`config.mk`:
```
export PLATFORM = sky130hd
export DESIGN_NAME = dual_issue
export DESIGN_NICKNAME = d
export VERILOG_FILES = /design/src/rtl/issue_pkg.sv /design/src/rtl/dual_issue.sv /design/src/rtl/fetch_queue.sv /design/src/rtl/instr_class.sv /design/src/rtl/issue_select.sv
export SDC_FILE = /design/constraint.sdc
export NUM_CORES = 1
export LEC_CHECK = 0
export ABC_AREA = 1
export ABC_CLOCK_PERIOD_IN_PS = 9300
export BUFFER_PORTS_ARGS = -buffer_cell sky130_fd_sc_hd__buf_2
export CAP_MARGIN = 20
export CORE_ASPECT_RATIO = 2
export CORE_MARGIN = 5
export CORE_UTILIZATION = 30
export DETAILED_ROUTE_END_ITERATION = 8
export GPL_TIMING_DRIVEN = 0
export PLACE_DENSITY_LB_ADDON = 0.05
export REMOVE_ABC_BUFFERS = 1
export SLEW_MARGIN = 20
export SYNTH_ARGS = -nofsm -noshare
export SYNTH_HDL_FRONTEND = slang
export SYNTH_SLANG_ARGS = --single-unit
```
`constraint.sdc`:
```
create_clock -name clock -period 9.3 [get_ports clock]
set_input_delay 1.86 -clock clock [delete_from_list [all_inputs] [get_ports clock]]
set_output_delay 1.86 -clock clock [all_outputs]
set_load 0.02 [all_outputs]
```
`src/rtl/issue_pkg.sv`:
```
`default_nettype none

package issue_pkg;

  // RV32I major opcodes
  localparam logic [6:0] opc_lui    = 7'b0110111;
  localparam logic [6:0] opc_auipc  = 7'b0010111;
  localparam logic [6:0] opc_jal    = 7'b1101111;
  localparam logic [6:0] opc_jalr   = 7'b1100111;
  localparam logic [6:0] opc_branch = 7'b1100011;
  localparam logic [6:0] opc_load   = 7'b0000011;
  localparam logic [6:0] opc_store  = 7'b0100011;
  localparam logic [6:0] opc_imm    = 7'b0010011;
  localparam logic [6:0] opc_reg    = 7'b0110011;
  localparam logic [6:0] opc_fence  = 7'b0001111;
  localparam logic [6:0] opc_system = 7'b1110011;

  // Integer ALU funct3 codes
  localparam logic [2:0] f3_add  = 3'b000;
  localparam logic [2:0] f3_sll  = 3'b001;
  localparam logic [2:0] f3_slt  = 3'b010;
  localparam logic [2:0] f3_sltu = 3'b011;
  localparam logic [2:0] f3_xor  = 3'b100;
  localparam logic [2:0] f3_srl  = 3'b101;
  localparam logic [2:0] f3_or   = 3'b110;
  localparam logic [2:0] f3_and  = 3'b111;

  localparam logic [6:0] f7_base = 7'b0000000;
  localparam logic [6:0] f7_alt  = 7'b0100000; // sub / sra / srai

  localparam logic [31:0] nop_instr = 32'h00000013; // addi x0,x0,0

  // One fetch beat, lower word at pc, upper word at pc+4
  typedef struct packed {
    logic        valid;
    logic [31:0] pc;
    logic [63:0] data;
  } fetch_t;

  typedef struct packed {
    logic [31:0] pc;
    logic [31:0] instr;
  } slot_t;

  typedef struct packed {
    logic       basic;   // Simple integer ALU op
    logic       complex; // Any other known RV32I op
    logic       wren;    // Integer write to nonzero rd
    logic       rden1;
    logic       rden2;
    logic [4:0] waddr;
    logic [4:0] raddr1;
    logic [4:0] raddr2;
  } class_t;

  typedef struct packed {
    logic [31:0] pc0;
    logic [31:0] npc0;
    logic [31:0] instr0;
    logic [31:0] pc1;
    logic [31:0] npc1;
    logic [31:0] instr1;
  } issue_t;

endpackage

`default_nettype wire

```
`src/rtl/dual_issue.sv`:
```
`timescale 1ns/1ns
`default_nettype none

module dual_issue
  import issue_pkg::*;
#(
  parameter int queue_depth = 8
) (
  input  logic   clock,
  input  logic   reset,
  input  logic   clear,
  input  fetch_t fetch,
  input  logic   issue_stall,
  output logic   fetch_stall,
  output issue_t issued,
  output logic [1:0] issue_count
);

  slot_t                          head0;
  slot_t                          head1;
  class_t                         cls0;
  class_t                         cls1;
  logic [$clog2(queue_depth):0]   count;
  logic [1:0]                     take;

  fetch_queue #(
    .queue_depth (queue_depth)
  ) queue (
    .clock       (clock),
    .reset       (reset),
    .clear       (clear),
    .fetch       (fetch),
    .take        (take),
    .head0       (head0),
    .head1       (head1),
    .count       (count),
    .fetch_stall (fetch_stall)
  );

  instr_class class0 (
    .instr (head0.instr),
    .cls   (cls0)
  );

  instr_class class1 (
    .instr (head1.instr),
    .cls   (cls1)
  );

  issue_select #(
    .queue_depth (queue_depth)
  ) select (
    .head0       (head0),
    .head1       (head1),
    .cls0        (cls0),
    .cls1        (cls1),
    .count       (count),
    .issue_stall (issue_stall),
    .take        (take),
    .issued      (issued)
  );

  assign issue_count = take;

endmodule

`default_nettype wire

```
`src/rtl/fetch_queue.sv`:
```
`timescale 1ns/1ns
`default_nettype none

module fetch_queue
  import issue_pkg::*;
#(
  parameter int queue_depth = 8
) (
  input  logic                             clock,
  input  logic                             reset,
  input  logic                             clear,
  input  fetch_t                           fetch,
  input  logic [1:0]                       take,
  output slot_t                            head0,
  output slot_t                            head1,
  output logic [$clog2(queue_depth):0]     count,
  output logic                             fetch_stall
);

  localparam int ptr_width   = $clog2(queue_depth);
  localparam int count_width = ptr_width + 1;
  localparam int threshold   = queue_depth / 2;

  slot_t                   slots [queue_depth];
  logic [ptr_width-1:0]    wr_ptr;
  logic [ptr_width-1:0]    rd_ptr;
  logic [count_width-1:0]  count_q;
  logic [count_width-1:0]  avail;
  logic [count_width-1:0]  count_next;
  logic                    stall_q;
  logic                    accept;

  assign accept = fetch.valid && !stall_q && !clear;
  assign avail  = clear ? '0 : count_q;
  assign count  = avail + (accept ? count_width'(2) : '0);
  assign count_next = count - count_width'(take);
  assign fetch_stall = stall_q;

  // Slot k from the head, with this cycle's beat already appended
  function automatic slot_t peek(input logic [count_width-1:0] k);
    logic [ptr_width-1:0] idx;
    slot_t                s;
    idx = rd_ptr + k[ptr_width-1:0];
    s = '{pc: '0, instr: nop_instr};
    if (k < avail) begin
      s = slots[idx];
    end else if (accept && k == avail) begin
      s = '{pc: fetch.pc, instr: fetch.data[31:0]};
    end else if (accept && k == avail + count_width'(1)) begin
      s = '{pc: fetch.pc + 32'd4, instr: fetch.data[63:32]};
    end
    return s;
  endfunction

  always_comb begin
    head0 = peek(count_width'(0));
    head1 = peek(count_width'(1));
  end

  always_ff @(posedge clock) begin
    if (accept) begin
      slots[wr_ptr]                   <= '{pc: fetch.pc, instr: fetch.data[31:0]};
      slots[wr_ptr + ptr_width'(1)]   <= '{pc: fetch.pc + 32'd4, instr: fetch.data[63:32]};
    end
  end

  always_ff @(posedge clock) begin
    if (!reset || clear) begin
      wr_ptr  <= '0;
      rd_ptr  <= '0;
      count_q <= '0;
      stall_q <= 1'b0;
    end else begin
      if (accept) begin
        wr_ptr <= wr_ptr + ptr_width'(2);
      end
      rd_ptr  <= rd_ptr + ptr_width'(take);
      count_q <= count_next;
      stall_q <= count_next > count_width'(threshold); // Registered half-full
    end
  end

  // A registered stall must leave room for a full beat
  a_no_overflow: assert property (@(posedge clock) disable iff (!reset)
    accept |-> (count_q <= count_width'(queue_depth - 2)))
    else $error("fetch_queue accepted a beat with %0d slots used", count_q);

  a_take_le_count: assert property (@(posedge clock) disable iff (!reset)
    count_width'(take) <= count)
    else $error("fetch_queue take %0d exceeds count %0d", take, count);

endmodule

`default_nettype wire

```
`src/rtl/instr_class.sv`:
```
`timescale 1ns/1ns
`default_nettype none

module instr_class
  import issue_pkg::*;
(
  input  logic [31:0] instr,
  output class_t      cls
);

  logic [6:0] opcode;
  logic [2:0] funct3;
  logic [6:0] funct7;
  logic [4:0] rd;
  logic       rd_nz;
  logic       basic;
  logic       complex;
  logic       wren;
  logic       rden1;
  logic       rden2;

  assign opcode = instr[6:0];
  assign funct3 = instr[14:12];
  assign funct7 = instr[31:25];
  assign rd     = instr[11:7];
  assign rd_nz  = |rd;

  always_comb begin
    basic   = 1'b0;
    complex = 1'b0;
    wren    = 1'b0;
    rden1   = 1'b0;
    rden2   = 1'b0;
    case (opcode)
      opc_lui, opc_auipc, opc_jal: begin
        complex = 1'b1;
        wren    = rd_nz;
      end
      opc_jalr, opc_load: begin
        complex = 1'b1;
        wren    = rd_nz;
        rden1   = 1'b1;
      end
      opc_branch, opc_store: begin
        complex = 1'b1;
        rden1   = 1'b1;
        rden2   = 1'b1;
      end
      opc_imm: begin
        case (funct3)
          f3_add, f3_slt, f3_sltu, f3_and, f3_or, f3_xor: basic = 1'b1;
          f3_sll: basic = (funct7 == f7_base);
          f3_srl: basic = (funct7 == f7_base) || (funct7 == f7_alt);
          default: basic = 1'b0;
        endcase
        complex = !basic; // Malformed shifts still known
        wren    = rd_nz;
        rden1   = 1'b1;
      end
      opc_reg: begin
        if (funct7 == f7_base) begin
          basic = 1'b1; // All eight functs
        end else if (funct7 == f7_alt) begin
          basic = (funct3 == f3_add) || (funct3 == f3_srl);
        end
        complex = !basic; // Includes M extension
        wren    = rd_nz;
        rden1   = 1'b1;
        rden2   = 1'b1;
      end
      opc_fence: begin
        complex = 1'b1;
      end
      opc_system: begin
        complex = 1'b1;
        case (funct3)
          3'd1, 3'd2, 3'd3: begin
            wren  = rd_nz;
            rden1 = 1'b1;
          end
          3'd5, 3'd6, 3'd7: begin
            wren = rd_nz; // Immediate CSR forms
          end
          default: begin
            wren = 1'b0;
          end
        endcase
      end
      default: begin
        basic = 1'b0; // Unknown, issues alone
      end
    endcase
  end

  assign cls = '{
    basic:   basic,
    complex: complex,
    wren:    wren,
    rden1:   rden1,
    rden2:   rden2,
    waddr:   rd,
    raddr1:  instr[19:15],
    raddr2:  instr[24:20]
  };

endmodule

`default_nettype wire

```
`src/rtl/issue_select.sv`:
```
`timescale 1ns/1ns
`default_nettype none

module issue_select
  import issue_pkg::*;
#(
  parameter int queue_depth = 8
) (
  input  slot_t                            head0,
  input  slot_t                            head1,
  input  class_t                           cls0,
  input  class_t                           cls1,
  input  logic [$clog2(queue_depth):0]     count,
  input  logic                             issue_stall,
  output logic [1:0]                       take,
  output issue_t                           issued
);

  localparam int count_width = $clog2(queue_depth) + 1;

  logic        raw;
  logic        pair_ok;
  logic [1:0]  want;
  logic [31:0] npc0;
  logic [31:0] npc1;

  // Second slot reads what the first one writes
  assign raw = cls0.wren &&
               ((cls1.rden1 && cls1.raddr1 == cls0.waddr) ||
                (cls1.rden2 && cls1.raddr2 == cls0.waddr));

  assign pair_ok = cls1.basic && (cls0.basic || cls0.complex) && !raw;

  always_comb begin
    want = pair_ok ? 2'd2 : 2'd1;
    if (issue_stall) begin
      want = 2'd0;
    end
    take = want;
    if (count < count_width'(want)) begin
      take = count[1:0];
    end
  end

  // Compressed encodings advance by two
  assign npc0 = head0.pc + ((head0.instr[1:0] == 2'b11) ? 32'd4 : 32'd2);
  assign npc1 = head1.pc + ((head1.instr[1:0] == 2'b11) ? 32'd4 : 32'd2);

  always_comb begin
    issued = '{
      pc0:    '0,
      npc0:   '0,
      instr0: nop_instr,
      pc1:    '0,
      npc1:   '0,
      instr1: nop_instr
    };
    if (take != 2'd0) begin
      issued.pc0    = head0.pc;
      issued.npc0   = npc0;
      issued.instr0 = head0.instr;
    end
    if (take == 2'd2) begin
      issued.pc1    = head1.pc;
      issued.npc1   = npc1;
      issued.instr1 = head1.instr;
    end
  end

endmodule

`default_nettype wire

```
### Word level (Yosys, flattened, before mapping)

Memories as Yosys holds them, arrays and structs flattened. A register that Yosys moved wholly into a read port is not among the register bits.
Index checks and enable logic that the tools add are counted.

* bits in registers: 11
* bits in writable memories: 512
* bits of input ports: 101
* output and inout port bits: 195
* logic and storage cells: 134
* memories: 1

Memories
* queue.slots: depth 8, bits a word 64, rd ports 2, clocked after Yosys merged registers in 1, wr ports 2, RTL line fetch_queue.sv:24 `slot_t slots [queue_depth];`

* add/subtract/negate cells: 10
* magnitude comparators: 4
* eq/ne operators: 41
* multiplexer cells: 34
* reduce and logical (&&, ||, !) cells: 40

Operators by type and width (count)
* 64-bit 2-to-1 mux: 6
* 96-bit 2-to-1 mux: 2
* 32-bit adder: 2
* 7-bit by 6-bit equality test with 1-bit output, second input constant: 7
* 7-bit equality test, second input constant: 7
* 32-bit by 3-bit adder with 32-bit output, second input constant: 1
* 3-bit equality test, second input constant: 8
* 6-bit OR reduction: 4
* 7-bit by 5-bit equality test with 1-bit output, second input constant: 3
* 7-bit by 2-bit equality test with 1-bit output, second input constant: 2
* 7-bit logical NOT: 2
* 3-bit by 2-bit equality test with 1-bit output, second input constant: 4
* 1-bit logical AND: 11
* 1-bit 2-to-1 mux: 11
* 5-bit equality test: 2
* 3-bit 2-to-1 mux: 3
* 1-bit one-hot mux with 3 select lines: 3
* 9-bit OR reduction: 1
* 1-bit by 4-bit equality test with 1-bit output, first input constant: 2
* 4-bit logical NOT: 2
* 1-bit by 4-bit < comparator with 1-bit output, first input constant: 2
* 2-bit 2-to-1 mux: 4
* 1-bit one-hot mux with 2 select lines: 4
* 7-bit by 4-bit equality test with 1-bit output, second input constant: 1
* other kinds (18): 35

### Depth between registers and ports, before layout

* depth after elaboration: 23
* depth in mapped cells: 35
* mapped depth without buffers: 30

### By module

From an unflattened synthesis, not the netlist that was laid out.

* cells, all modules: 3764
* area, all modules: 31935.6 um^2

By module, submodules not included
* fetch_queue: instances 1, cells each 2922, area each 27061.0 um^2, seq. area each 15334.7 um^2
* issue_select: instances 1, cells each 646, area each 3893.7 um^2, seq. area each 0.0 um^2
* instr_class: instances 2, cells each 98, area each 490.5 um^2, seq. area each 0.0 um^2

### Worst setup path after synthesis

Ideal clock, no wire load.

* path kind: input to register
* from: input port fetch[96] (netlist bit)
* to: memory queue.slots[0][0] (netlist bit) (enable)
* library setup time: 0.613 ns
* arrival: 7.659 ns
* required time: 8.687 ns
* slack: 1.028 ns
* stages on the path: 5
* path buffers: 1
* cell sequence: inv_1 nor3_4 inv_2 clkbuf_1 nor2_1

RTL lines
* from (decl): RTL line dual_issue.sv:12 `input fetch_t fetch,`
* to (decl): RTL line fetch_queue.sv:24

==> tab_implementation.tex <==
\begin{tabular}{lr}
\hline
Metric & Value \\
\hline
\multicolumn{2}{l}{\textbf{CTS}} \\
Clock transition at path regs & 0.07 ns \\
Clock tree from TritonCTS & built \\
Sinks on Clock Net & 514 \\
Root Buffer Master & sky130\_fd\_sc\_hd\_\_clkbuf\_16 \\
Total clock buffers created by CTS & 53 \\
Clock latency on the worst-skew pair & 0.64 ns \\
Buffer levels on the longest clock path & 3 \\
H-tree lvl count & 2 \\
\multicolumn{2}{l}{\textbf{Worst setup path}} \\
Maximum fanout encountered on the critical timing path & 58 \\
Kind of start point of the critical path & input port \\
Kind of critical path & in -> out \\
Critical Path AT & approximately 7.1 ns \\
Crit Reg-Reg Startpoint & queue.rd\_ptr[0] \\
Family of cells with the greatest summed delay on the critical path & simple AND/OR/NAND/NOR gates \\
RR Endpoint & queue.fetch\_stall \\
Crit-path slowest cell & sky130\_fd\_sc\_hd\_\_nor3\_2 \\
Crit path buf inv count & 10 \\
Slack of the worst reg-to-reg path & 2.48 ns \\
Endpoint type of the worst setup path & primary output \\
Critical Path Max Stage Delay & $\sim$0.32 ns \\
Path depth of the worst reg2reg path & 33 \\
WP data required & about 7.4 ns \\
\multicolumn{2}{l}{\textbf{Layout}} \\
Final layout net count & 4189 \\
Flip-flop and latch area & 15300 µm² \\
Ratio of cells with drive above 1 in the final layout & between 10\% and 20\% \\
Leading cell type in the layout, fill and taps excluded & sky130\_fd\_sc\_hd\_\_nand2\_1 \\
Highest-count cells in the layout ignoring fill and taps & 930 x sky130\_fd\_sc\_hd\_\_nand2\_1, 504 x sky130\_fd\_sc\_hd\_\_edfxtp\_1, 446 x sky130\_fd\_sc\_hd\_\_nor2\_1 \\
Multi-input gate area in the final layout & between 10000 and 15000 µm² \\
Fill cell total of the finished layout & around 11000 \\
Post-layout util & 35.8\% \\
Area grow syn2layout & 18.5\% \\
\multicolumn{2}{l}{\textbf{STA}} \\
RSZ-0062 raised after global routing & false \\
Worst slew slack as a fraction of its limit & between 20 and 25\% \\
Ratio of final minimum period to clock period & a little over nine tenths \\
Number of max-slew violations in the final report & 0 \\
Final Hold Vio Count & 0 \\
Slew of the pin with the lowest slew margin & $\sim$1.1 ns \\
Layout Skew & roughly 0.019 ns \\
Fin worst setup slack & approximately 0.34 ns \\
Total setup violations reported at the end of the flow & 0 \\
Setup total negative slack & 0 ns \\
Post-layout min period & between 8 and 9 ns \\
Top achievable clock speed & around 110 MHz \\
\multicolumn{2}{l}{\textbf{Floorplanning}} \\
Floorplan Core Area & between 100000 and 150000 µm² \\
Chip height & 466 µm \\
Starting density of the core & a little under a third \\
Die width & about 240 µm \\
Core Rows & around 170 \\
Boundary pin count & between 200 and 300 \\
Area of the die & around 110000 µm² \\
\multicolumn{2}{l}{\textbf{Synth}} \\
Number of register bits inferred by synthesis & 514 \\
Post-synth cell types & 59 \\
Number of instances in the synthesized netlist & 3886 \\
Number of warnings issued by yosys & 0 \\
Post-synth top flop & sky130\_fd\_sc\_hd\_\_edfxtp\_1 \\
Async set-or-reset flop fraction in the synthesized netlist & 0\% \\
Average footprint of a synthesized cell & roughly 8 µm² \\
Number of enable flip-flop cells after synthesis & a little over 500 \\
Proportion of synthesized chip area in sequential cells & 49.1\% \\
Post-Syn Area & between 30000 and 40000 µm² \\
\multicolumn{2}{l}{\textbf{Drt}} \\
Total wirelength of the detailed-routed design & about 140000 µm \\
DR WL/cell & 25.4 µm \\
Number of optimization iterations in the first detailed-route pass & 6 \\
DRC violation count after routing & 0 \\
Vias after detailed routing & approximately 29000 \\
Post-DR vias/cell & around 5.2 \\
Antenna Violating Nets Remaining & 0 \\
Detailed Route Iter0 Violations & $\sim$1800 \\
\multicolumn{2}{l}{\textbf{Place}} \\
Routability Congestion & $\sim$0.91 \\
Sum of net half-perimeters after detailed placement & between 90000 and 100000 µm \\
\# port buffers & slightly below 300 \\
Worst slack after detailed placement & -1.35 ns \\
\multicolumn{2}{l}{\textbf{Worst hold path}} \\
Worst-case hold path end point & queue.wr\_ptr[2] \\
Hold path startpoint & queue.wr\_ptr[2] \\
Kind of path behind the tightest hold check & reg -> reg \\
WHS Path Cells & 2 \\
\multicolumn{2}{l}{\textbf{GRT}} \\
Pin count of the biggest net entering global routing & between 100 and 150 \\
Gr busiest metal & met2 \\
Combined global-route utilization of all metal layers & about a quarter \\
Global routing usage on met1 & a little over a quarter \\
Routing usage on met2 & 45.1\% \\
Number of antenna violations at the first check in global routing & 16 \\
Global-route wire length before repair & around 200000 µm \\
Routing usage on met3 & around 3.4\% \\
Via count of the first global-routing pass & between 20000 and 30000 \\
Remaining Overflow, GRT & 0 \\
\multicolumn{2}{l}{\textbf{Pwr}} \\
Worst voltage drop across the vdd grid & roughly 0.25 mV \\
Leakage Power & between 10 and 15 nW \\
Power per cell area & 324 nW/µm² \\
Overall power of the completed layout & approximately 12 mW \\
\multicolumn{2}{l}{\textbf{Status}} \\
Status & complete, no violations \\
\multicolumn{2}{l}{\textbf{Run}} \\
Max-cap check violation count & 0 \\
\hline
\end{tabular}
## repair_timing
item / in CTS / in global routing
resized for setup: 20 / 2
pin swaps: 8 / 2
hold buffers: 0 / 0
endpoints found under the setup margin: 192 / 62
gates cloned: 5 / 3
setup buffers: 11 / 1
## cell usage after synthesis, drive strengths merged (10+ instances only)
library cell,count,area share (%)
nand2,941,11
edfxtp,504,48
nor2,458,5.6
nand3,418,6.7
inv,342,4.1
a21oi,339,5.4
o21ai,243,3.9
buf,193,3.5
clkbuf,75,0.90
xor2,64,1.8
o211ai,37,0.89
a22oi,35,0.84
nor3,33,0.61
nand4,28,0.56
o311ai,27,0.76
a31oi,22,0.44
ha,16,0.64
dfxtp,10,0.64
## area by class of cell
type,instances,area share (%)
tap,1352,4.57
multi-input combinational,2764,36.4
timing repair buffer,389,9.33
sequential,514,41.5
inverter,345,3.71
antenna,10,0.0676
clock inverter,33,0.663
timing repair inverter,1,0.0304
clock buffer,63,3.80
## metal layers
layer	part of all wire [%]	wire [µm]	vias up
met2	53	73600	929
met5	0.069	96	-
met1	38	52000	13900
met3	5.2	7200	222
met4	4.2	5820	14
li1	-	-	13600
## sequential cells by signal, summed over array words and instances (netlist names)
signal             count
queue.slots          504
queue.count_q          4
queue.rd_ptr           3
queue.wr_ptr           2
queue.fetch_stall      1
## worst reg2reg max path, delay by kind of cell, from the launching register on
kind | cells | cell delay, ns
buf+inv | 13 | 2.73
compound gates | 3 | 0.34
fa+ha+maj | 4 | 1.13
flops | 1 | 0.54
simple gates | 13 | 1.96
## through the flow
stage | cell area, µm² | hold slack (ns) | cells
after global placement | 33000 | 0.545 | 5265
after CTS | 36900 | 0.556 | 5457
final | 37000 | 0.544 | 5471
after floorplan | 29900 | 0.490 | 3618
after global routing | 37000 | 0.579 | 5464
after detailed placement | 35000 | 0.546 | 5345
## kinds of logic after synthesis
logic type | after synthesis | share of synthesized area, %
AO/OA/AOI/OAI | 765 | 14.0
XOR/XNOR | 73 | 2.07
adder cells (fa/ha/maj) | 20 | 0.898
buffers and inverters | 613 | 8.54
flip-flops | 514 | 49.1
AND/OR/NAND/NOR | 1901 | 25.4
## worst max path at each step
stage | from | end | cells past startpoint
finish | clear | issued[95] | 25
global route | queue.rd_ptr[0] | issued[95] | 29
CTS | clear | issued[92] | 25
detailed placement | clear | issued[92] | 26
global placement | queue.rd_ptr[0] | issued[9] | 22
floorplan | queue.rd_ptr[0] | issued[32] | 19
## report_power, final
part	internal [mW]	switching, mW
Clock	1.16	0.979
Sequential	2.63	0.0812
Combinational	2.01	5.12
Total	5.80	6.18
Note: power is estimated with default switching activity, not from simulation.
